`src/icache_types_pkg.sv`:
```
`default_nettype none

// request opcodes and controller states of the icache
package icache_types_pkg;

    // fetch port opcode
    typedef enum logic {
        op_fetch     = 1'b0,    // read one instruction word
        op_inv_index = 1'b1     // clear both ways of one set
    } cache_op_e;

    // lookup controller
    typedef enum logic [2:0] {
        st_idle   = 3'd0,
        st_lookup = 3'd1,       // tags valid from the way stores
        st_miss   = 3'd2,       // memory request out
        st_fill   = 3'd3,       // wait for memory ack to drop
        st_reply  = 3'd4        // answer from the fill buffer
    } ctrl_state_e;

endpackage

`default_nettype wire

```
`src/icache_lookup_ctrl.sv`:
```
`default_nettype none

module icache_lookup_ctrl #(
    parameter int INDEX_WIDTH       = 6,
    parameter int WORD_OFFSET_WIDTH = 3,
    localparam int SETS             = 1 << INDEX_WIDTH,
    localparam int LINE_W           = 32 << WORD_OFFSET_WIDTH,
    localparam int TAG_W            = 30 - INDEX_WIDTH - WORD_OFFSET_WIDTH
) (
    input  wire                             clk,
    input  wire                             rstn,
    input  wire                             i_start,
    input  var   icache_types_pkg::cache_op_e i_op,
    input  wire  [TAG_W-1:0]                i_tag,
    input  wire  [INDEX_WIDTH-1:0]          i_index,
    input  wire                             i_misaligned,
    input  wire                             i_valid0,
    input  wire  [TAG_W-1:0]                i_tag0,
    input  wire                             i_valid1,
    input  wire  [TAG_W-1:0]                i_tag1,
    input  wire                             i_mem_ack,
    input  wire  [LINE_W-1:0]               i_mem_line,
    output logic                            o_mem_req,
    output logic [31:0]                     o_mem_addr,
    output logic                            o_fill0,
    output logic                            o_fill1,
    output logic                            o_inv,
    output logic [LINE_W-1:0]               o_fill_line,
    output logic                            o_reply,
    output logic                            o_from_fill,
    output logic                            o_hit_way
);

    icache_types_pkg::ctrl_state_e state, state_nxt;

    logic [SETS-1:0] lru;   // victim way per set, 0 after reset
    logic is_fetch;
    logic is_inv;
    logic hit0;
    logic hit1;
    logic hit;
    logic lookup_done;      // lookup answers without memory
    logic mem_done;         // line arrives this edge
    logic victim;

    assign is_fetch = (i_op == icache_types_pkg::op_fetch) && !i_misaligned;
    assign is_inv   = (i_op == icache_types_pkg::op_inv_index);

    assign hit0 = i_valid0 && (i_tag0 == i_tag);
    assign hit1 = i_valid1 && (i_tag1 == i_tag);
    assign hit  = is_fetch && (hit0 || hit1);

    assign lookup_done = i_misaligned || is_inv || hit;
    assign mem_done    = (state == icache_types_pkg::st_miss) && i_mem_ack;
    assign victim      = lru[i_index];

    always_comb begin
        state_nxt = state;
        case (state)
            icache_types_pkg::st_idle: begin
                if (i_start) begin
                    state_nxt = icache_types_pkg::st_lookup;
                end
            end
            icache_types_pkg::st_lookup: begin
                if (lookup_done) begin
                    state_nxt = icache_types_pkg::st_idle;
                end else begin
                    state_nxt = icache_types_pkg::st_miss;
                end
            end
            icache_types_pkg::st_miss: begin
                if (i_mem_ack) begin
                    state_nxt = icache_types_pkg::st_fill;
                end
            end
            icache_types_pkg::st_fill: begin
                if (!i_mem_ack) begin
                    state_nxt = icache_types_pkg::st_reply;  // memory side closed
                end
            end
            icache_types_pkg::st_reply: state_nxt = icache_types_pkg::st_idle;
            default: state_nxt = icache_types_pkg::st_idle;
        endcase
    end

    always_ff @(posedge clk) begin
        if (!rstn) begin
            state       <= icache_types_pkg::st_idle;
            lru         <= '0;
            o_fill0     <= 1'b0;
            o_fill1     <= 1'b0;
            o_reply     <= 1'b0;
            o_from_fill <= 1'b0;
            o_hit_way   <= 1'b0;
        end else begin
            state <= state_nxt;

            // hit way becomes most recent, other way is next victim
            if ((state == icache_types_pkg::st_lookup) && hit) begin
                lru[i_index] <= hit0;
            end else if (mem_done) begin
                lru[i_index] <= !victim;
            end

            // write the victim way one cycle after the line lands
            o_fill0 <= mem_done && !victim;
            o_fill1 <= mem_done && victim;

            o_reply <= ((state == icache_types_pkg::st_lookup) && lookup_done) ||
                       (state == icache_types_pkg::st_reply);
            o_from_fill <= (state == icache_types_pkg::st_reply);
            o_hit_way   <= hit && hit1;
        end
    end

    // fill buffer
    always_ff @(posedge clk) begin
        if (mem_done) begin
            o_fill_line <= i_mem_line;
        end
    end

    assign o_inv      = (state == icache_types_pkg::st_lookup) && is_inv;
    assign o_mem_req  = (state == icache_types_pkg::st_miss);
    assign o_mem_addr = {i_tag, i_index, {(WORD_OFFSET_WIDTH + 2){1'b0}}};   // line aligned

    // request and its line address stay put until memory answers
    a_mem_req_held: assert property (
        @(posedge clk) disable iff (!rstn)
        (o_mem_req && !i_mem_ack) |=> o_mem_req && $stable(o_mem_addr)
    );

    // a line lives in at most one way
    a_single_way_hit: assert property (
        @(posedge clk) disable iff (!rstn)
        (state == icache_types_pkg::st_lookup) |-> !(hit0 && hit1)
    );

endmodule

`default_nettype wire

```
`config.mk`:
```
export PLATFORM = sky130hd
export DESIGN_NAME = icache_lookup_ctrl
export DESIGN_NICKNAME = d
export VERILOG_FILES = /design/src/icache_types_pkg.sv /design/src/icache_lookup_ctrl.sv
export SDC_FILE = /design/constraint.sdc
export NUM_CORES = 1
export LEC_CHECK = 0
export ABC_AREA = 1
export BUFFER_PORTS_ARGS = -buffer_cell sky130_fd_sc_hd__buf_2
export CORE_AREA = 2 2 247 249
export CTS_CLUSTER_SIZE = 14
export DETAILED_ROUTE_END_ITERATION = 10
export DIE_AREA = 0 0 249 251
export PLACE_DENSITY_LB_ADDON = 0.05
export SYNTH_ARGS = -nofsm -noshare
export SYNTH_HDL_FRONTEND = slang
export SYNTH_SLANG_ARGS = --single-unit
```
`constraint.sdc`:
```
create_clock -name clk -period 12.95 [get_ports clk]
set_input_delay 2.59 -clock clk [delete_from_list [all_inputs] [get_ports clk]]
set_output_delay 2.59 -clock clk [all_outputs]
set_load 0.03 [all_outputs]
```
; Word level (Yosys, flattened, before mapping)
; Index checks and enable logic that the tools add are counted.
; W data, S select, Z words.
[op_classes]
n_bitwise = 1
n_lt_le_gt_ge = 2
reduce_logical = 21
mux = 13
eq_ne = 9
[ops]
columns = operator, count
row1 = $bwmux W64, 2
row2 = $mux W64, 2
row3 = $eq A21 B21 Y1, 2
row4 = $logic_and A1 B1 Y1, 12
row5 = $pmux W3 S4, 1
row6 = $mux W3, 3
row7 = $lt A6 B7 Y1 const B, 1
row8 = $bmux W1 S6, 1
row9 = $demux W1 S6, 1
row10 = $eq A3 B2 Y1 const B, 2
row11 = $ge A6 B1 Y1 const B, 1
row12 = $ne A2 B2 Y1 const B, 3
row13 = $logic_or A1 B1 Y1, 4
row14 = $eq A3 B1 Y1 const B, 1
row15 = $eq A3 B3 Y1 const B, 1
row16 = $logic_not A3 Y1, 1
row17 = $reduce_and A3 Y1, 1
row18 = $logic_not A1 Y1, 2
row19 = $mux W1, 2
row20 = $mux W2, 1
row21 = $reduce_bool A2 Y1, 1
row22 = $not A1 Y1, 1
[totals]
word_cells = 54
out_inout_bits = 295
reg_bits = 328

; Longest topological paths before layout
; Gate-level depths: netlist of the first run.
[logic_depth]
depth_word = 7
ltp_mapped = 15

; Worst setup path after synthesis of the first run
; Ideal clock, no wire load.
[synth_timing]
path_kind = input-to-reg
from = input i_mem_ack
to = register o_fill_line[0], enable pin
path_buffers = 0
cell_stages = 2
path_slack_ps = 4712
setup_ps = 606
required_ps = 12344
t_arrival_ps = 7631
cell_sequence = nand2_1 > inv_1
[synth_between]
elab_chain_cells = 1
[synth_lines]
columns = item, line_no
row1 = "start, declared", icache_lookup_ctrl.sv:21  ; input wire i_mem_ack,
row2 = $logic_and A1 B1 Y1, icache_lookup_ctrl.sv:54  ; assign mem_done = (state == icache_types_pkg::st_miss) && i_mem_ack;
row3 = via mem_done, icache_lookup_ctrl.sv:43  ; logic mem_done;
row4 = "end signal, assigned", icache_lookup_ctrl.sv:120  ; o_fill_line <= i_mem_line;
row5 = "end, declared", icache_lookup_ctrl.sv:28  ; output logic [LINE_W-1:0] o_fill_line,
; The timed path passes the listed nets, and every way through them passes these cells.
; A chain may end at the register's enable or synchronous reset.

; Worst setup path in the final report of the first run
[layout_timing]
from = input i_op
to = output o_inv
[layout_between]
elab_chain_cells = 1
[layout_lines]
columns = item, line_no
row1 = "start, declared", icache_lookup_ctrl.sv:13  ; input var icache_types_pkg::cache_op_e i_op,
row2 = $logic_and A1 B1 Y1, icache_lookup_ctrl.sv:124  ; assign o_inv = (state == icache_types_pkg::st_lookup) && is_inv;
row3 = "end, declared", icache_lookup_ctrl.sv:27  ; output logic o_inv,
; Every way passes these cells.

==> metrics, run 1 <==
CTS clk-pin slew, worst paths 0.06 ns; Post-CTS Hold Fix Bufs 0; Leak 0.008195 µW; vias 10550; IR Drop Worst-Case VDD 0.08891 mV; critical path arrival 2.98 ns; antenna-violating nets left 0; family with the most delay on the worst path buffers and inverters; Syn Area/Cell 10.45 µm²; CP Capture Type primary output; cell area after layout 17970 µm²; first-pass iteration count of the detailed router 5; DRT Wirelength 51.12 mm; Seq/Total Area, Yosys 70.62%; Cell Chain, Critical Path buf_2, inv_1, nor2_1, buf_2; ranking of synthesized cells by area edfxtp_1 59%, nand2_1 12%, dfxtp_1 11%, nor2_1 6.6%, inv_1 4.0%; routability cong. 0.8129; Yosys cell types 27; register-to-register setup slack 9.94 ns; buffer and inverter count on the worst path 3; GRT Overall Usage 15.88%; post-DR vias/cell 3.945; Final Cycle Share 43.03%; total core area 59790 µm²; CTS resizes 0; die area 62500 µm²; Rel. slew slack 28.77%; vias in the first global route 10330; placed insts 2592; critical path's slowest cell buf_2; IO Count 628; CTS tree done; largest net degree at the start of global routing 119; CTS Sinks 328; detailed placement HPWL 39.23 mm; Die Y-Extent 251 µm; remaining design rule violation count 0; fin crit period 5.572 ns; Fillers 6395; first-pass GRT wire length 72.24 mm; run status finished, final reports clean; Synth area leader edfxtp_1; CTS Buf Count 41; Die Wd 249 µm; WP data required 10.36 ns; drt wl/cell 19.12 µm; setup TNS 0 ns; Worst-Margin Slew 1.065 ns; Cell Area, Synth 12930 µm²; final std cells w/o fill 2674; PortBufs 622; Rows 90; Worst path max stage delay 0.20 ns; Setup WS post-layout 7.378 ns; RSZ-0062 raised after global routing false; H-tree depth 2; fmax 179.5 MHz; Worst Hold Class flip-flop to flip-flop; Startpoint Class input pin; CTS Root Cell clkbuf_16; GRT overflow 0; final slew viol count 0; clock skew after layout 0.02255 ns; CP Class input pin to primary output; Max-cap violations 0; post-placement cell area 16650 µm²; Fin. Hold Viols 0; Initial Utilization 21.62%; clock tree buffer depth 3; Seq cells post-synth 328; layout cells sized above 1 37.17%; Setup Buffers After CTS 0; CP max FO 2; nets 2186; Final setup viols 0; initial antenna violation count 22; Synth warnings 0; Mapped Cells 1237; post-synth top area share 59.47%; dpl ws 7.372 ns; Detailed Route Iter0 Violations 524; clock latency on the worst-skew pair 0.58 ns; Syn-to-layout area delta 39.01%; Pwr per Cell Area 147.5 nW/µm²; CP dominant cell by count buf_2
[tightest hold or removal path: stages, from the launching register on]
cell and delay (ns):
dfxtp_1 0.31, inv_1 0.05, nand2_1 0.04, nand2_1 0.05
nor2_1 0.03
[synthesized netlist by cell type, drive strengths merged]
cell      n
a21oi     3
buf      51
clkbuf    7
clkinv    1
conb      1
dfxtp    72
edfxtp  256
inv     142
nand2   403
nand3    22
nand3b    1
nand4     2
nor2    230
nor3     12
nor3b     1
o211ai   17
o21ai    12
o41ai     1
or2       3
[layout by cell type (no fill, tap or decap), types with 4 or more instances in the layout]
| master | n |
|---|---|
| buf_2 | 622 |
| buf_4 | 5 |
| clkbuf_1 | 7 |
| clkbuf_16 | 42 |
| clkinv_1 | 11 |
| clkinv_2 | 7 |
| conb_1 | 5 |
| dfxtp_1 | 72 |
| diode_2 | 6 |
| edfxtp_1 | 256 |
| inv_1 | 137 |
| inv_2 | 4 |
| nand2_1 | 401 |
| nand3_1 | 21 |
| nor2_1 | 226 |
| nor2_2 | 4 |
| nor3_1 | 12 |
| o211ai_1 | 17 |
| o21ai_0 | 5 |
| o21ai_1 | 7 |
[kinds of logic after synthesis]
kind of cell,count (synthesis),synth area share [%]
compound gates,33,1.636
flops,328,70.62
other cells,1,0.02901
simple gates,674,20.25
buf+inv,201,7.472
[area by class of cell]
| type | instances | area (µm²) | share of cell area, % |
|---|---|---|---|
| flip-flops and latches | 328 | 9129 | 50.80 |
| repair buffers | 627 | 3151 | 17.53 |
| multi-input cells | 712 | 2848 | 15.85 |
| clock buffers | 51 | 1105 | 6.148 |
| well taps | 782 | 978.4 | 5.445 |
| inverters | 143 | 545.5 | 3.036 |
| clock inverters | 25 | 200.2 | 1.114 |
| diodes | 6 | 15.01 | 0.08355 |
[per-stage QoR]
step	utilization [%]	power, µW	hold WS, ns
6_report	30.05	2650	0.5119
5_1_grt	30.03	2763	0.5511
4_1_cts	30.03	2707	0.5133
3_5_place_dp	27.85	1562	0.5022
3_3_place_gp	27.85	1562	0.4963
2_1_floorplan	-	1439	0.4889
[flip-flops by register name, summed over array words and instances, names as in the netlist]
name         count
lru             64
o_fill0          1
o_fill1          1
o_fill_line    256
o_from_fill      1
o_hit_way        1
o_reply          1
state            3
[worst paths after layout]
path                            startpoint              end  cells after the start
worst max register to register    state[2]  o_fill_line[23]                      6
worst max-delay path                  i_op            o_inv                      4
worst min register to register     lru[18]          lru[18]                      4
worst min-delay path               lru[18]          lru[18]                      4
[per-layer routing]
metal	GRT usage [%]	share of wire [%]	up-vias
met2	30.23	53	341
li1	-	-	5159
met4	3.792	1.5	22
met3	5.778	8.1	71
met1	16.46	37	4956
met5	0	0.29	-
[report_power, final]
part / leakage [µW] / internal (µW) / total [µW] / switching (µW)
logic: 0.00465 / 85.4 / 323 / 238
registers: 0.00291 / 1200 / 1210 / 10.9
clock network: 0.000634 / 649 / 1120 / 470
total: 0.00820 / 1930 / 2650 / 718
Note: power is estimated with default switching activity, not from simulation.
==> inputs of run 2 (changes only) <==
- ABC_AREA: 1 -> 0
- CORE_AREA: 2 2 247 249 -> 2 2 245 247
- DIE_AREA: 0 0 249 251 -> 0 0 247 249
- clock period: 12.95 -> 4.7 ns (I/O delays scaled with it)
==> run 2 against run 1 <==
  * Register-to-register slack lost 8.4 ns
  * Critical path depth rose by 5
  * First-iteration DRC count rose by 14%
  * Core utilization increased by 0.39 points
  * Final area is 0.57% lower
  * Sequential power increased to 2.7 times the previous value
  * Clock-buffer cell count is 1 higher
  * Setup slack worse by 6.4 ns
==> metrics, run 2 <==
Worst path max stage delay 0.60 ns (was 0.20 ns); Rows 89 (was 90); placed insts 2247 (was 2592); Startpoint Class input pin (unchanged); layout cells sized above 1 46.93% (was 37.17%); DRT Wirelength 55.13 mm (was 51.12 mm); WP data required 5.15 ns (was 10.36 ns); internal power 5180 µW (was 1932 µW); Die Y-Extent 249 µm (was 251 µm); CTS clk-pin slew, worst paths 0.05 ns (was 0.06 ns); Yosys cell types 50 (was 27); GRT Overall Usage 17.11% (was 15.88%); most frequent cells in the layout 622 x buf_2, 256 x edfxtp_1, 81 x nor3_1 (was 622 x buf_2, 401 x nand2_1, 256 x edfxtp_1); RSZ-0062 raised after global routing false (unchanged); first-pass iteration count of the detailed router 5 (unchanged); cell count of the worst reg-to-reg path 9 (was 6); IO Count 628 (unchanged); most frequently used flop master after synthesis edfxtp_1 (unchanged); Final Cycle Share 78.94%; CP Capture Type flip-flop (was primary output); top flop regs o_fill_line (256), lru (64), state (3) (unchanged); H-tree depth 2 (unchanged); nets 1850 (was 2186); switching share of power 24.96% (was 27.11%); r2r endpoint lru[63] (was o_fill_line[23]); Die Wd 247 µm (was 249 µm); share of power burned in registers 47.0% (was 45.6%); clock skew after layout 0.03227 ns (was 0.02255 ns); Seq/Total Area, Yosys 71.53% (was 70.62%); family with the most delay on the worst path simple AND/OR/NAND/NOR gates (was buffers and inverters); CTS Buf Count 41 (unchanged); total core area 58690 µm² (was 59790 µm²); Syn-to-layout area delta 40.01% (was 39.01%); critical path's slowest cell mux4_2 (was buf_2); Final setup viols 0 (unchanged); Worst Hold Class flip-flop to flip-flop (unchanged); vias in the first global route 9940 (was 10330); Syn Area/Cell 13.80 µm² (was 10.45 µm²); Initial Utilization 21.75% (was 21.62%); Seq cells post-synth 328 (unchanged); min-delay src lru[25] (was lru[18]); drt wl/cell 23.67 µm (was 19.12 µm); Mapped Cells 925 (was 1237); initial antenna violation count 20 (was 22); clock tree buffer depth 3 (unchanged); critical path arrival 4.16 ns (was 2.98 ns); worst reg2reg startpoint state[1] (was state[2]); post-DR vias/cell 4.346 (was 3.945); detailed placement HPWL 41.43 mm (was 39.23 mm); remaining design rule violation count 0 (unchanged); IR Drop Worst-Case VDD 0.2437 mV (was 0.08891 mV); ranking of synthesized cells by area edfxtp_1 60%, dfxtp_1 11%, nor3_1 3.3%, o31ai_1 3.2%, a31oi_1 2.7% (was edfxtp_1 59%, nand2_1 12%, dfxtp_1 11%, nor2_1 6.6%, inv_1 4.0%); die area 61500 µm² (was 62500 µm²); first-pass GRT wire length 75.49 mm (was 72.24 mm); dpl ws 0.4294 ns (was 7.372 ns); max reg flops 256 (unchanged); Cell Chain, Critical Path buf_2, mux4_2, nand3_1, o311ai_1, or4_1, nor4_4, o32ai_4, buf_4, a311oi_1 (was buf_2, inv_1, nor2_1, buf_2); CP max FO 64 (was 2); CTS Root Cell clkbuf_16 (unchanged); Synth async-reset ratio 0% (unchanged); Total Power 6902 µW (was 2650 µW); Logic pwr share 9.5% (was 12.2%); Setup WS post-layout 0.9897 ns (was 7.378 ns); fmax 269.5 MHz; vias 10120 (was 10550); Detailed Route Iter0 Violations 599 (was 524); CTS tree done (unchanged); CTS resizes 0 (unchanged); CTS Sinks 328 (unchanged); cell with the most instances after synthesis edfxtp_1 (was nand2_1); Cell Area, Synth 12760 µm² (was 12930 µm²); Worst-Margin Slew 1.282 ns (was 1.065 ns); largest reg by FF count o_fill_line (unchanged); hold depth 2 (was 4); Synth warnings 0 (unchanged); Pwr per Cell Area 386.3 nW/µm² (was 147.5 nW/µm²); Setup Buffers After CTS 0 (unchanged); CP Class input pin to flip-flop (was input pin to primary output); GRT overflow 0 (unchanged); PortBufs 622 (unchanged); clock latency on the worst-skew pair 0.56 ns (was 0.58 ns); Post-CTS Hold Fix Bufs 0 (unchanged); largest net degree at the start of global routing 187 (was 119); post-synth top area share 60.24% (was 59.47%); commonest non-fill, non-tap cell in the layout buf_2 (unchanged); fin crit period 3.710 ns; Synth area leader edfxtp_1 (unchanged); Max-cap violations 0 (unchanged); run status finished, final reports clean (unchanged); register-to-register setup slack 1.55 ns (was 9.94 ns); Hold Worst Slack 0.5535 ns (was 0.5119 ns); Fin. Hold Viols 0 (unchanged); Rel. slew slack 14.54% (was 28.77%); top cells by count, synth 256 x edfxtp_1, 83 x nor3_1, 75 x nand2_1 (was 401 x nand2_1, 256 x edfxtp_1, 226 x nor2_1); total net switching power 1723 µW (was 718.5 µW); number of synthesized flops with an enable pin 256 (unchanged); final std cells w/o fill 2329 (was 2674); final slew viol count 0 (unchanged); part of the power in the clock network 43.5% (was 42.2%); antenna-violating nets left 0 (unchanged); routability cong. 0.8015 (was 0.8129); Hold Path End lru[25] (was lru[18]); Leak 0.006958 µW (was 0.008195 µW); buffer and inverter count on the worst path 2 (was 3)
## run 2: power groups by stage
stage,Clock (µW),Sequential [µW],Combinational (µW)
6_report,3000,3240,657
2_1_floorplan,0,3460,217
3_3_place_gp,0,3300,668
4_1_cts,3120,3240,671
3_5_place_dp,0,3300,669
5_1_grt,3220,3250,703
## run 2: per-stage QoR
stage | area (µm²) | utilization, % | TNS, ns
final | 17870 | 30.45 | 0
after global routing | 17860 | 30.43 | 0
after CTS | 17850 | 30.42 | 0
after detailed placement | 16590 | 28.27 | 0
after global placement | 16590 | 28.27 | 0
after floorplan | 12810 | - | -171.96
## run 2: worst max-delay path by stage
stage,startpoint,to,slack (ns),cells after the start
finish,i_index[0],lru[43],0.99,9
detailed placement,i_index[0],lru[36],0.43,9
floorplan,i_mem_ack,o_fill_line[0],-0.67,3
CTS,i_index[0],lru[43],0.97,9
global placement,i_index[0],lru[34],0.51,9
global route,i_index[0],lru[43],0.89,9
## run 2: worst register-to-register path: stages (launching register included)
cell	delay (ns)
dfxtp_1	0.45
inv_1	0.09
nor3_1	0.56
nand2_8	0.42
clkinvlp_4	0.27
buf_4	0.74
a31oi_1	0.21
o31ai_1	0.12
nand2_1	0.08
a31oi_1	0.15
## run 2: metal layers
| metal | part of all wire, % | vias to the layer above | global-route usage, % |
|---|---|---|---|
| met5 | 0.19 | - | 0 |
| met4 | 2.3 | 16 | 4.303 |
| met3 | 8.2 | 90 | 6.195 |
| met2 | 53 | 318 | 31.80 |
| met1 | 36 | 4997 | 18.03 |
| li1 | - | 4701 | - |
## run 2: kinds of logic after synthesis
| family | share of synthesized area [%] |
|---|---|
| xor+xnor | 2.882 |
| compound gates | 8.677 |
| simple gates | 11.08 |
| mux | 1.657 |
| other cells | 0.02938 |
| flops | 71.53 |
| buf+inv | 4.147 |
## run 2: layout make-up
type                       instances  area, µm²
inverter                           5      22.52
sequential                       328       9129
antenna                            7      17.52
clock buffer                      52       1089
tap                              773      967.2
multi-input combinational        498       3191
fill                            6072      40820
clock inverter                    23      170.2
timing repair buffer             643       3283
