--- config.mk ---
export PLATFORM = sky130hd
export DESIGN_NAME = icache_word_select
export DESIGN_NICKNAME = d
export VERILOG_FILES = /design/src/icache_isa_pkg.sv /design/src/icache_word_select.sv
export SDC_FILE = /design/constraint.sdc
export NUM_CORES = 1
export LEC_CHECK = 0
export BUFFER_PORTS_ARGS = -buffer_cell sky130_fd_sc_hd__buf_4
export CAP_MARGIN = 20
export CORE_AREA = 3 3 315 317
export CTS_BUF_LIST = sky130_fd_sc_hd__clkbuf_4 sky130_fd_sc_hd__clkbuf_8
export DETAILED_ROUTE_END_ITERATION = 8
export DIE_AREA = 0 0 318 320
export PLACE_DENSITY = 0.3
export SETUP_SLACK_MARGIN = 0.4
export SYNTH_ARGS = -nofsm -noshare
export SYNTH_HDL_FRONTEND = slang
export SYNTH_SLANG_ARGS = --single-unit
--- constraint.sdc ---
create_clock -name clk -period 1.9 [get_ports clk]
set_clock_uncertainty 0.15 [all_clocks]
set_input_delay 0.19 -clock clk [delete_from_list [all_inputs] [get_ports clk]]
set_output_delay 0.19 -clock clk [all_outputs]
set_load 0.05 [all_outputs]
--- src/icache_isa_pkg.sv ---
`default_nettype none

// instruction-set constants seen by the fetch port
package icache_isa_pkg;

    // one fetched instruction
    localparam int unsigned INST_W = 32;

    // fetch exception flag, one bit per returned word
    localparam int unsigned EXC_W = 1;

    // andi r0, r0, 0
    localparam logic [INST_W-1:0] INST_NOP = 32'h0340_0000;

endpackage

`default_nettype wire

--- src/icache_word_select.sv ---
`default_nettype none

module icache_word_select #(
    parameter int INDEX_WIDTH       = 6,
    parameter int WORD_OFFSET_WIDTH = 3,
    localparam int LINE_W           = 32 << WORD_OFFSET_WIDTH
) (
    input  wire                                 clk,
    input  wire                                 rstn,
    input  wire                                 i_reply,
    input  wire                                 i_from_fill,
    input  wire                                 i_hit_way,
    input  wire                                 i_misaligned,
    input  wire [WORD_OFFSET_WIDTH-1:0]         i_word,
    input  wire [LINE_W-1:0]                    i_line0,
    input  wire [LINE_W-1:0]                    i_line1,
    input  wire [LINE_W-1:0]                    i_fill_line,
    output logic [icache_isa_pkg::INST_W-1:0]   o_data,
    output logic [icache_isa_pkg::EXC_W-1:0]    o_exc
);

    logic [LINE_W-1:0]                  src_line;
    logic [icache_isa_pkg::INST_W-1:0]  word;

    // fill buffer after a miss, else the way that hit
    assign src_line = i_from_fill ? i_fill_line : (i_hit_way ? i_line1 : i_line0);
    assign word     = src_line[i_word*32 +: 32];

    always_ff @(posedge clk) begin
        if (!rstn) begin
            o_exc <= '0;
        end else if (i_reply) begin
            o_exc <= {icache_isa_pkg::EXC_W{i_misaligned}};
        end
    end

    // held through the whole ack phase
    always_ff @(posedge clk) begin
        if (i_reply) begin
            o_data <= i_misaligned ? icache_isa_pkg::INST_NOP : word;
        end
    end

    // reply is a one-cycle pulse, so o_data loads once per transaction
    a_reply_pulse: assert property (
        @(posedge clk) disable iff (!rstn)
        i_reply |=> !i_reply
    );

endmodule

`default_nettype wire

Word-level counts from Yosys, hierarchy flattened
Index checks and enable logic that the tools add are counted.
{"block": "op_classes", "muxes": 2, "n_shift": 1}
{"cell": "$mux 256", "count": 2}
{"cell": "$shiftx 256x9->32", "count": 1}
{"block": "word_totals", "inputBits": 777, "out_inout_bits": 33, "wordCells": 5, "reg_bits": 33}

Depth between registers and ports, before layout
Gate-level depths: netlist of run 1.
{"block": "depth", "ltp_word": 3, "depth_mapped": 9, "ltp_nobuf": 4}

Worst setup path after synthesis of run 1
OpenSTA, ideal clock, no wires.
{"block": "synth_timing", "path_type": "input port to flip-flop", "startpoint": "in i_word[0]", "endpoint": "reg o_data[16] (netlist name) (data pin)", "arrival_ps": 1586, "path_stages": 6, "setup_time_ps": 265, "setup_slack_ps": -100, "required_time_ps": 1485, "path_buffers": 3, "cell_sequence": "buf_2 -> buf_4 -> buf_2 -> mux4_2 -> o2111ai_1 -> o31ai_1"}
{"block": "synth_via", "elab_chain_len": 1}
{"item": "start, declared", "line_no": "icache_word_select.sv:14", "rtl": "input wire [WORD_OFFSET_WIDTH-1:0] i_word,"}
{"item": "$shiftx 256x9->32", "line_no": "icache_word_select.sv:27", "rtl": "assign word = src_line[i_word*32 +: 32];"}
{"item": "end signal, assigned", "line_no": "icache_word_select.sv:40", "rtl": "o_data <= i_misaligned ? icache_isa_pkg::INST_NOP : word;"}
{"item": "end, declared", "line_no": "icache_word_select.sv:18", "rtl": "output logic [icache_isa_pkg::INST_W-1:0] o_data,"}
Every way passes these cells.
A chain may end at the register's enable or synchronous reset.

Worst setup path after layout of run 1
{"block": "layout_timing", "startpoint": "in i_hit_way", "endpoint": "reg o_data[29] (netlist name) (data pin)"}
{"block": "layout_via", "elab_chain_len": 3}
{"item": "start, declared", "line_no": "icache_word_select.sv:12", "rtl": "input wire i_hit_way,"}
{"item": "$mux 256 (2 in a row)", "line_no": "icache_word_select.sv:26", "rtl": "assign src_line = i_from_fill ? i_fill_line : (i_hit_way ? i_line1 : i_line0);"}
{"item": "$shiftx 256x9->32", "line_no": "icache_word_select.sv:27"}
Every way passes these cells.

==> impl_metrics.env, run 1 <==
export IMPL_port_buffers=809
export IMPL_worstSkewPairLatency_ns=0.36
export IMPL_synth_cell_types=31
export IMPL_crit_type="in2reg"
export IMPL_wl_per_cell_um=25.29
export IMPL_relSlewSlack_pct=67.21
export IMPL_top_layer="met4"
export IMPL_maxCapViolCount=0
export IMPL_syn_area_um2=7918
export IMPL_numCtsBuffers=5
export IMPL_power_switching_mw=2.249
export IMPL_timing_final_crit_share_pct=94.83
export IMPL_drc=0
export IMPL_intPower_mw=3.592
export IMPL_routedLengthMet1_um=30050
export IMPL_dpl_hpwl_um=61970
export IMPL_final_area_um2=18280
export IMPL_combPwrFrac_pct=71.3
export IMPL_rows=114
export IMPL_critical_path_arrival_ns=1.77
export IMPL_path_max_fanout=6
export IMPL_dp_cells=2922
export IMPL_grtUsageTotal_pct=14.02
export IMPL_core_area_um2=96570
export IMPL_grt_ovfl_total=0
export IMPL_post_dp_cell_area_um2=16630
export IMPL_synth_top_area_share_pct=19.63
export IMPL_rsz0062_at_grt="yes"
export IMPL_die_h_um=320
export IMPL_grt_pass1_wl_um=100800
export IMPL_grt_pass1_vias=12570
export IMPL_gp_congestion=0.8540
export IMPL_die_x_um=318
export IMPL_grt_max_degree=34
export IMPL_outcome="completed"
export IMPL_drtIter0Drc=439
export IMPL_synth_flop_cell="edfxtp_1"
export IMPL_met2WireLength_um=40200
export IMPL_initial_core_util_pct=8.199
export IMPL_layout_nets=2467
export IMPL_final_hold_viol_count=0
export IMPL_final_core_util_pct=18.93
export IMPL_timing_fmax_mhz=555.0
export IMPL_worst_pin_slew_ns=0.4867
export IMPL_yosys_cell_count_top_type="mux2i_1"
export IMPL_synth_common_cells="mux2i_1 (134), mux2_1 (95), mux2_2 (79)"
export IMPL_yosysTopAreaCell="mux4_2"
export IMPL_start_kind="input port"
export IMPL_cts_root_buf="clkbuf_8"
export IMPL_ys_seq_area_share_pct=12.39
export IMPL_syn_num_nets=1542
export IMPL_required_ns=1.87
export IMPL_p_sw_share_pct=38.51
export IMPL_netlist_top_cells_area="mux4_2 (20%), mux2i_1 (17%), mux2_1 (14%)"
export IMPL_place_ws_ns=-0.7354
export IMPL_pwr_density_cell_nw_per_um2=319.6
export IMPL_clk_path_buf_depth=2
export IMPL_syn_inst=765
export IMPL_clkTransAtPathRegs_ns=0.11
export IMPL_h_tree_depth=2
export IMPL_wl_met3_um=4214
export IMPL_setup_slack_ns=0.09820
export IMPL_setup_violations=0
export IMPL_ys_async_sr_fraction_pct=0
export IMPL_clkPwrFrac_pct=12.9
export IMPL_setup_tns_ns=0
export IMPL_vias_per_cell=3.628
export IMPL_drtPass1Iterations=5
export IMPL_vias=10780
export IMPL_ys_ff_latch=33
export IMPL_antenna_found_initial=4
export IMPL_rrSetupSlack_ns=1.16
export IMPL_clock_sinks=33
export IMPL_ys_warn_count=0
export IMPL_end_kind="flip-flop"
export IMPL_synth_avg_cell_area_um2=10.35
export IMPL_drive_gt1_share_pct=75.46
export IMPL_p_leak_nw=8.120
export IMPL_cts_tree="yes"
export IMPL_seq_power_share_pct=15.9
export IMPL_final_antenna_net_count=0
export IMPL_hold_path_class="in2reg"
export IMPL_vdd_drop_max_uv=231.3
export IMPL_routed_wl_um=75130
export IMPL_maxSlewViolCount=0
export IMPL_area_delta_synth_final_pct=130.8
export IMPL_io_pins=810
export IMPL_min_period_ns=1.802
export IMPL_synth_edf_count=32
export IMPL_finalNonFillerCells=2971
export IMPL_fp_dieArea_um2=101800
worst paths after layout:
kind | from | to | cells after the start
worst min register to register | o_exc | o_exc | 2
worst max-delay path | i_hit_way | o_data[29] | 8
worst min-delay path | i_misaligned | o_exc | 3
worst max register to register | o_exc | o_exc | 2
sequential cells by signal, summed over array words and instances (netlist names):
name	count
o_data	32
o_exc	1
power by group through the flow:
stage / logic [mW] / clock network, mW / registers [mW]
2_1_floorplan: 1.23 / 0 / 1.20
4_1_cts: 4.13 / 0.871 / 0.930
3_3_place_gp: 3.73 / 0 / 0.948
3_5_place_dp: 3.74 / 0 / 0.944
6_report: 4.16 / 0.751 / 0.927
5_1_grt: 4.41 / 0.871 / 0.935
what timing repair did:
item / in CTS / in global routing
hold buffers: 1 / 0
setup endpoints to repair: 34 / 32
gates cloned: 13 / 1
pin swaps: 23 / 26
hold endpoints to repair: 1 / 0
gates resized for setup: 145 / 72
buffers inserted: 15 / 7
worst max-delay path: stages:
cell and delay, ns:
buf_16 0.14, buf_12 0.14, buf_12 0.12, buf_16 0.14, mux2_4 0.29, mux4_2 0.47
o2111ai_2 0.17, o31ai_1 0.10
placed cells by master (no fill, tap or decap), types with 2 or more instances in the layout:
master	instances
buf_4	920
mux2i_1	130
mux2_2	73
mux4_2	69
nand2_1	62
mux2_1	52
o21ai_0	51
mux2_4	49
edfxtp_1	32
a22oi_1	25
buf_12	25
o2111ai_2	23
buf_6	23
nor2b_1	20
buf_16	17
o31ai_1	15
o31ai_2	13
buf_8	12
nor2b_2	11
o2111ai_4	6
a22oi_2	6
o21ai_1	5
clkbuf_8	5
diode_2	4
nor2_1	4
nor3_1	4
mux2i_4	4
or3_1	3
clkbuf_4	3
nand2b_2	2
a2111oi_4	2
nand2b_1	2
o22ai_1	2
o311ai_1	2
o21ai_2	2
nand4_1	2
bufbuf_16	2
logic make-up after synthesis:
logic type      Yosys count  synth area share (%)
mux                     377                 61.31
simple gates            117                 7.190
buf+inv                  84                 5.879
flops                    33                 12.39
compound gates          154                 13.23
metrics by stage:
stage               hold WS, ns  power, mW
floorplan                0.1525      2.427
global placement         0.2609      4.676
detailed placement       0.2606      4.684
CTS                     0.03014      5.934
global route            0.06848      6.216
finish                  0.08813      5.841
final cells by class:
type	instances	area, um2
Antenna cell	4	10.01
Multi-Input combinational cell	648	7176
Clock buffer	8	91.34
Fill cell	10790	78290
Tap cell	1276	1597
Inverter	1	6.256
Timing Repair Buffer	1001	8414
Sequential cell	33	980.9
routing by layer:
metal	track usage (%)	up-vias
met5	0	-
met4	1.571	0
met3	2.753	23
met2	26.91	478
met1	16.42	5336
li1	-	4943
Power figures use the tool's default switching activity.
==> run 2: changes to the inputs <==
ABC_AREA = 1   (was not set)
CORE_AREA = 3 3 318 320   (was 3 3 315 317)
DIE_AREA = 0 0 321 323   (was 0 0 318 320)
==> impl_metrics.env, run 2 <==
export IMPL_end_kind="flip-flop"
export IMPL_synth_cell_types=17
export IMPL_antenna_found_initial=23
export IMPL_maxCapViolCount=0
export IMPL_grt_pass1_vias=16680
export IMPL_drtIter0Drc=925
export IMPL_crit_type="in2reg"
export IMPL_mostFrequentLayoutCell="buf_4"
export IMPL_cts_root_buf="clkbuf_8"
export IMPL_synth_edf_count=32
export IMPL_vdd_drop_max_uv=181.8
export IMPL_area_delta_synth_final_pct=124.3
export IMPL_fp_dieArea_um2=103700
export IMPL_synth_common_cells="nand2_1 (705), nand3_1 (515), nor2_1 (352)"
export IMPL_p_leak_nw=9.797
export IMPL_ys_seq_area_share_pct=10.80
export IMPL_worst_pin_slew_ns=0.6031
export IMPL_clkTransAtPathRegs_ns=0.10
export IMPL_slowest_delay_ns=0.30
export IMPL_required_ns=1.82
export IMPL_syn_inst=1880
export IMPL_yosys_mux_area_fraction_pct=0
export IMPL_h_tree_depth=2
export IMPL_core_area_um2=98420
export IMPL_initial_core_util_pct=9.226
export IMPL_die_h_um=323
export IMPL_relSlewSlack_pct=59.80
export IMPL_timing_final_crit_share_pct=84.21
export IMPL_path_max_fanout=27
export IMPL_combPwrFrac_pct=75.9
export IMPL_layout_nets=3535
export IMPL_dp_cells=4005
export IMPL_timing_fmax_mhz=625.0
export IMPL_maxSlewViolCount=0
export IMPL_final_hold_viol_count=0
export IMPL_clock_sinks=33
export IMPL_rows=115
export IMPL_ys_ff_latch=33
export IMPL_die_x_um=321
export IMPL_netlist_top_cells_area="nand2_1 (29%), nand3_1 (28%), nor2_1 (15%)"
export IMPL_drc=0
export IMPL_dpl_hpwl_um=81320
export IMPL_grtUsageTotal_pct=18.11
export IMPL_start_kind="input port"
export IMPL_intPower_mw=3.598
export IMPL_vias=15910
export IMPL_vias_per_cell=3.919
export IMPL_ys_async_sr_fraction_pct=0
export IMPL_grt_max_degree=42
export IMPL_numCtsBuffers=5
export IMPL_clk_path_buf_depth=2
export IMPL_seq_power_share_pct=13.9
export IMPL_grt_ovfl_total=0
export IMPL_synth_flop_cell="edfxtp_1"
export IMPL_worstSkewPairLatency_ns=0.33
export IMPL_path_cells="buf_16 -> clkinv_16 -> buf_12 -> or2_2 -> nand3_1 -> nand3_2 -> buf_12 -> nand3_1 -> a21oi_1"
export IMPL_synthSimpleGateAreaFrac_pct=76.15
export IMPL_grt_pass1_wl_um=131200
export IMPL_yosys_cell_count_top_type="nand2_1"
export IMPL_clkPwrFrac_pct=10.2
export IMPL_drive_gt1_share_pct=46.79
export IMPL_rsz0062_at_grt="yes"
export IMPL_p_sw_share_pct=46.07
export IMPL_yosysTopAreaCell="nand2_1"
export IMPL_finalNonFillerCells=4061
export IMPL_hold_path_class="in2reg"
export IMPL_setup_violations=0
export IMPL_outcome="completed"
export IMPL_top_regs="o_data x32, o_exc x1"
export IMPL_ys_warn_count=0
export IMPL_regMostFlops="o_data"
export IMPL_synth_top_area_share_pct=29.14
export IMPL_syn_num_nets=2657
export IMPL_io_pins=810
export IMPL_wl_per_cell_um=24.45
export IMPL_largest_register_ffs=32
export IMPL_most_common_layout_cells="buf_4 (917), nand2_1 (691), nand3_1 (365), nor2_1 (334), nand3_2 (106)"
export IMPL_synth_top_family_by_area="simple AND/OR/NAND/NOR gates"
export IMPL_slowest_stage="or2_2"
export IMPL_synth_avg_cell_area_um2=4.830
export IMPL_syn_area_um2=9080
export IMPL_cts_tree="yes"
export IMPL_synth_xor_area_share_pct=0
export IMPL_setup_slack_ns=0.2999
export IMPL_final_antenna_net_count=0
export IMPL_min_period_ns=1.600
export IMPL_drtPass1Iterations=5
export IMPL_routed_wl_um=99290
export IMPL_synth_fa_ha_area_share_pct=0
export IMPL_gp_congestion=0.8565
export IMPL_critical_path_arrival_ns=1.52
export IMPL_power_switching_mw=3.074
export IMPL_nFillCells=11560
export IMPL_pwr_density_cell_nw_per_um2=327.7
export IMPL_synth_compound_area_share_pct=2.701
export IMPL_port_buffers=809
export IMPL_place_ws_ns=-0.3750
==> run 2: changes by cell type after synthesis, sizes merged, moves of 59 or more <==
| cell | change |
|---|---|
| nand2 | +643 |
| nand3 | +515 |
| nor2 | +347 |
| mux2 | -174 |
| mux2i | -134 |
| buf | +80 |
| mux4 | -69 |
| or2 | +59 |
==> run 2: final timing paths <==
check             slack (ns)         to  depth (start not counted)         from
hold / removal          0.10      o_exc                          2      i_reply
setup reg to reg        1.12      o_exc                          2        o_exc
hold reg to reg         0.40      o_exc                          2        o_exc
setup / recovery        0.30  o_data[5]                          9  i_from_fill
==> run 2: power by group through the flow <==
stage               Clock (mW)  Sequential (mW)  Combinational [mW]
floorplan                    0             1.16                1.48
global placement             0            0.947                4.59
detailed placement           0            0.943                4.56
CTS                      0.761            0.929                5.11
global route             0.773            0.932                5.48
finish                   0.683            0.926                5.06
==> run 2: final cells by class <==
class                           instances  area (um2)  area share, %
Timing Repair Buffer                 1034        9184          45.10
Multi-Input combinational cell       1676        8366          41.08
Tap cell                             1287        1610          7.907
Sequential cell                        33       980.9          4.817
Clock buffer                            5       68.82         0.3379
Inverter                                6       68.82         0.3379
Antenna cell                           15       37.54         0.1843
Timing Repair inverter                  2       31.28         0.1536
Clock inverter                          3       17.52        0.08602
==> run 2: cell families after synthesis <==
kind of cell           Yosys count
AO/OA/AOI/OAI                   45
buffers and inverters          171
flip-flops                      33
AND/OR/NAND/NOR               1631
==> run 2: critical path, delay by kind of cell <==
kind	cells	cell delay [ns]
buffers and inverters	4	0.63
AND/OR/NAND/NOR	4	0.62
AO/OA/AOI/OAI	1	0.06
==> run 2: per-layer routing <==
| layer | GRT usage [%] | vias up | part of all wire, % |
|---|---|---|---|
| li1 | - | 7882 | - |
| met1 | 22.37 | 7406 | 42 |
| met2 | 31.86 | 555 | 49 |
| met3 | 4.542 | 61 | 6.6 |
| met4 | 3.561 | 10 | 1.5 |
| met5 | 0 | - | 0.070 |
==> run 2: through the flow <==
stage | utilization, % | hold WS (ns) | power, mW | TNS [ns] | instance area, um2
after detailed placement | 18.42 | 0.3105 | 5.508 | -5.841 | 18130
after global routing | 20.69 | 0.07721 | 7.187 | 0 | 20360
after global placement | 18.42 | 0.3118 | 5.534 | -5.948 | 18130
final | 20.69 | 0.1023 | 6.672 | 0 | 20360
after CTS | 20.41 | 0.07169 | 6.805 | 0 | 20090
after floorplan | - | 0.1335 | 2.642 | 0 | 9081
==> run 2: timing repair <==
item / CTS / global route
hold endpoints to repair: 1 / 0
gates cloned: 14 / 2
setup buffers: 15 / 1
endpoints found under the setup margin: 31 / 32
hold buffers: 1 / 0
pin swaps: 61 / 19
resized for setup: 277 / 44
==> run 3: changes to the inputs <==
ABC_AREA = 0   (was 1)
CORE_AREA = 3 3 315 317   (was 3 3 318 320)
DIE_AREA = 0 0 318 320   (was 0 0 321 323)
clock period = 1.47 ns   (was 1.9 ns; I/O delays follow)
==> impl_metrics.env, run 3 (same netlist as run 1, synthesis figures left out) <==
export IMPL_clk_path_buf_depth=2
export IMPL_p_leak_nw=7.927
export IMPL_cts_root_buf="clkbuf_8"
export IMPL_antenna_found_initial=7
export IMPL_cts_tree="yes"
export IMPL_setup_violations=32
export IMPL_gp_congestion=0.8285
export IMPL_grt_max_degree=33
export IMPL_routed_wl_um=72030
export IMPL_required_ns=1.44
export IMPL_path_max_fanout=6
export IMPL_r2r_cells=2
export IMPL_rows=114
export IMPL_multi_input_area_um2=7005
export IMPL_critical_path_arrival_ns=1.82
export IMPL_worst_pin_slew_ns=0.6960
export IMPL_fp_dieArea_um2=101800
export IMPL_drive_gt1_share_pct=73.44
export IMPL_io_pins=810
export IMPL_timing_fmax_mhz=540.1
export IMPL_mostFrequentLayoutCell="buf_4"
export IMPL_grtUsageTotal_pct=13.35
export IMPL_timing_final_crit_share_pct=126.0
export IMPL_power_mw=7.362
export IMPL_holdCritStartpoint="i_reply"
export IMPL_outcome="finished, violations left"
export IMPL_relSlewSlack_pct=53.11
export IMPL_top_regs="o_data x32, o_exc x1"
export IMPL_worstSkewPairLatency_ns=0.35
export IMPL_maxSlewViolCount=0
export IMPL_r2r_start="o_exc"
export IMPL_rsz0062_at_grt="yes"
export IMPL_clock_sinks=33
export IMPL_wl_per_cell_um=24.36
export IMPL_end_kind="flip-flop"
export IMPL_core_area_um2=96570
export IMPL_most_common_layout_cells="buf_4 (887), mux2i_1 (131), mux2_2 (73), mux4_2 (69), mux2_1 (67)"
export IMPL_port_buffers=809
export IMPL_grt_ovfl_total=0
export IMPL_worstSetupStartpoint="i_hit_way"
export IMPL_die_x_um=318
export IMPL_final_hold_viol_count=0
export IMPL_setup_slack_ns=-0.3815
export IMPL_hold_path_class="in2reg"
export IMPL_regMostFlops="o_data"
export IMPL_layout_nets=2449
export IMPL_min_period_ns=1.852
export IMPL_final_core_util_pct=18.59
export IMPL_violations="setup timing"
export IMPL_h_tree_depth=2
export IMPL_pwr_density_cell_nw_per_um2=410.1
export IMPL_final_antenna_net_count=0
export IMPL_vias_per_cell=3.556
export IMPL_hold_path_depth=2
export IMPL_start_kind="input port"
export IMPL_vdd_drop_max_uv=263.2
export IMPL_grt_pass1_vias=12150
export IMPL_maxCapViolCount=0
export IMPL_ff_latch_area_um2=982.2
export IMPL_initial_core_util_pct=8.199
export IMPL_numCtsBuffers=5
export IMPL_drc=0
export IMPL_largest_register_ffs=32
export IMPL_clkTransAtPathRegs_ns=0.11
export IMPL_drtPass1Iterations=4
export IMPL_area_delta_synth_final_pct=126.8
export IMPL_crit_type="in2reg"
export IMPL_dpl_hpwl_um=61630
export IMPL_nFillCells=10760
export IMPL_grt_pass1_wl_um=96000
export IMPL_die_h_um=320
export IMPL_drtIter0Drc=349
export IMPL_vias=10520
-- run 3: changes by cell type in the layout (fill, tap and decap cells not counted), sizes merged, moves of 56 or more --
cell   change
mux2i    +134
mux4      +69
nand3    -515
or2       -59
nor2     -347
nand2    -643
o21ai     +56
mux2     +174
-- run 3: path summary, 6_finish.rpt --
check                                   to  slack (ns)
worst max-delay path            o_data[18]       -0.38
worst min-delay path            o_data[15]        0.08
worst max register to register       o_exc        0.68
worst min register to register       o_exc        0.41
-- run 3: what timing repair did --
item,in CTS,in global routing
setup endpoints to repair,65,65
hold endpoints to repair,1,0
pin swaps,14,17
resized for setup,132,34
buffers inserted,19,0
cloned,4,1
hold buffers,1,0
-- run 3: worst max-delay path, cell delays in order --
cell and delay [ns]:
buf_12 0.12, buf_16 0.15, buf_12 0.14, buf_6 0.11, mux2_4 0.28, mux4_2 0.52, o2111ai_4 0.24, o31ai_2 0.09
-- run 3: per-stage QoR --
| step | worst slack [ns] | setup TNS (ns) | cells | instance area [um2] | hold WS, ns |
|---|---|---|---|---|---|
| final | -0.3815 | -9.503 | 2957 | 17950 | 0.07511 |
| after global routing | -0.3696 | -9.717 | 2953 | 17940 | 0.05104 |
| after CTS | -0.3488 | -8.172 | 2947 | 17760 | 0.03539 |
| after detailed placement | -0.9327 | -23.81 | 2916 | 16700 | 0.2231 |
| after global placement | -0.9180 | -22.96 | 2916 | 16700 | 0.2249 |
| after floorplan | -0.3505 | -10.90 | 765 | 8045 | 0.1095 |
-- run 3: cell type report --
| type | count | area share, % |
|---|---|---|
| tap | 1276 | 8.892 |
| clock inverter | 1 | 0.02091 |
| sequential | 33 | 5.470 |
| clock buffer | 6 | 0.4251 |
| multi-input combinational | 648 | 39.02 |
| antenna | 9 | 0.1254 |
| inverter | 1 | 0.03484 |
| timing repair buffer | 983 | 46.01 |
-- run 3: power by group --
group / total, mW / switching, mW / internal [mW]
Combinational: 5.22 / 2.18 / 3.04
Sequential: 1.22 / 0.0665 / 1.16
Clock: 0.920 / 0.577 / 0.343
Total: 7.36 / 2.82 / 4.54
-- run 3: layer usage --
metal	vias up	track usage (%)	routed length, um	part of all wire, %
li1	4901	-	-	-
met2	467	25.21	38280	53
met1	5120	15.48	28600	40
met3	27	3.006	4282	5.9
met4	0	2.157	867	1.2
met5	-	0	0	0
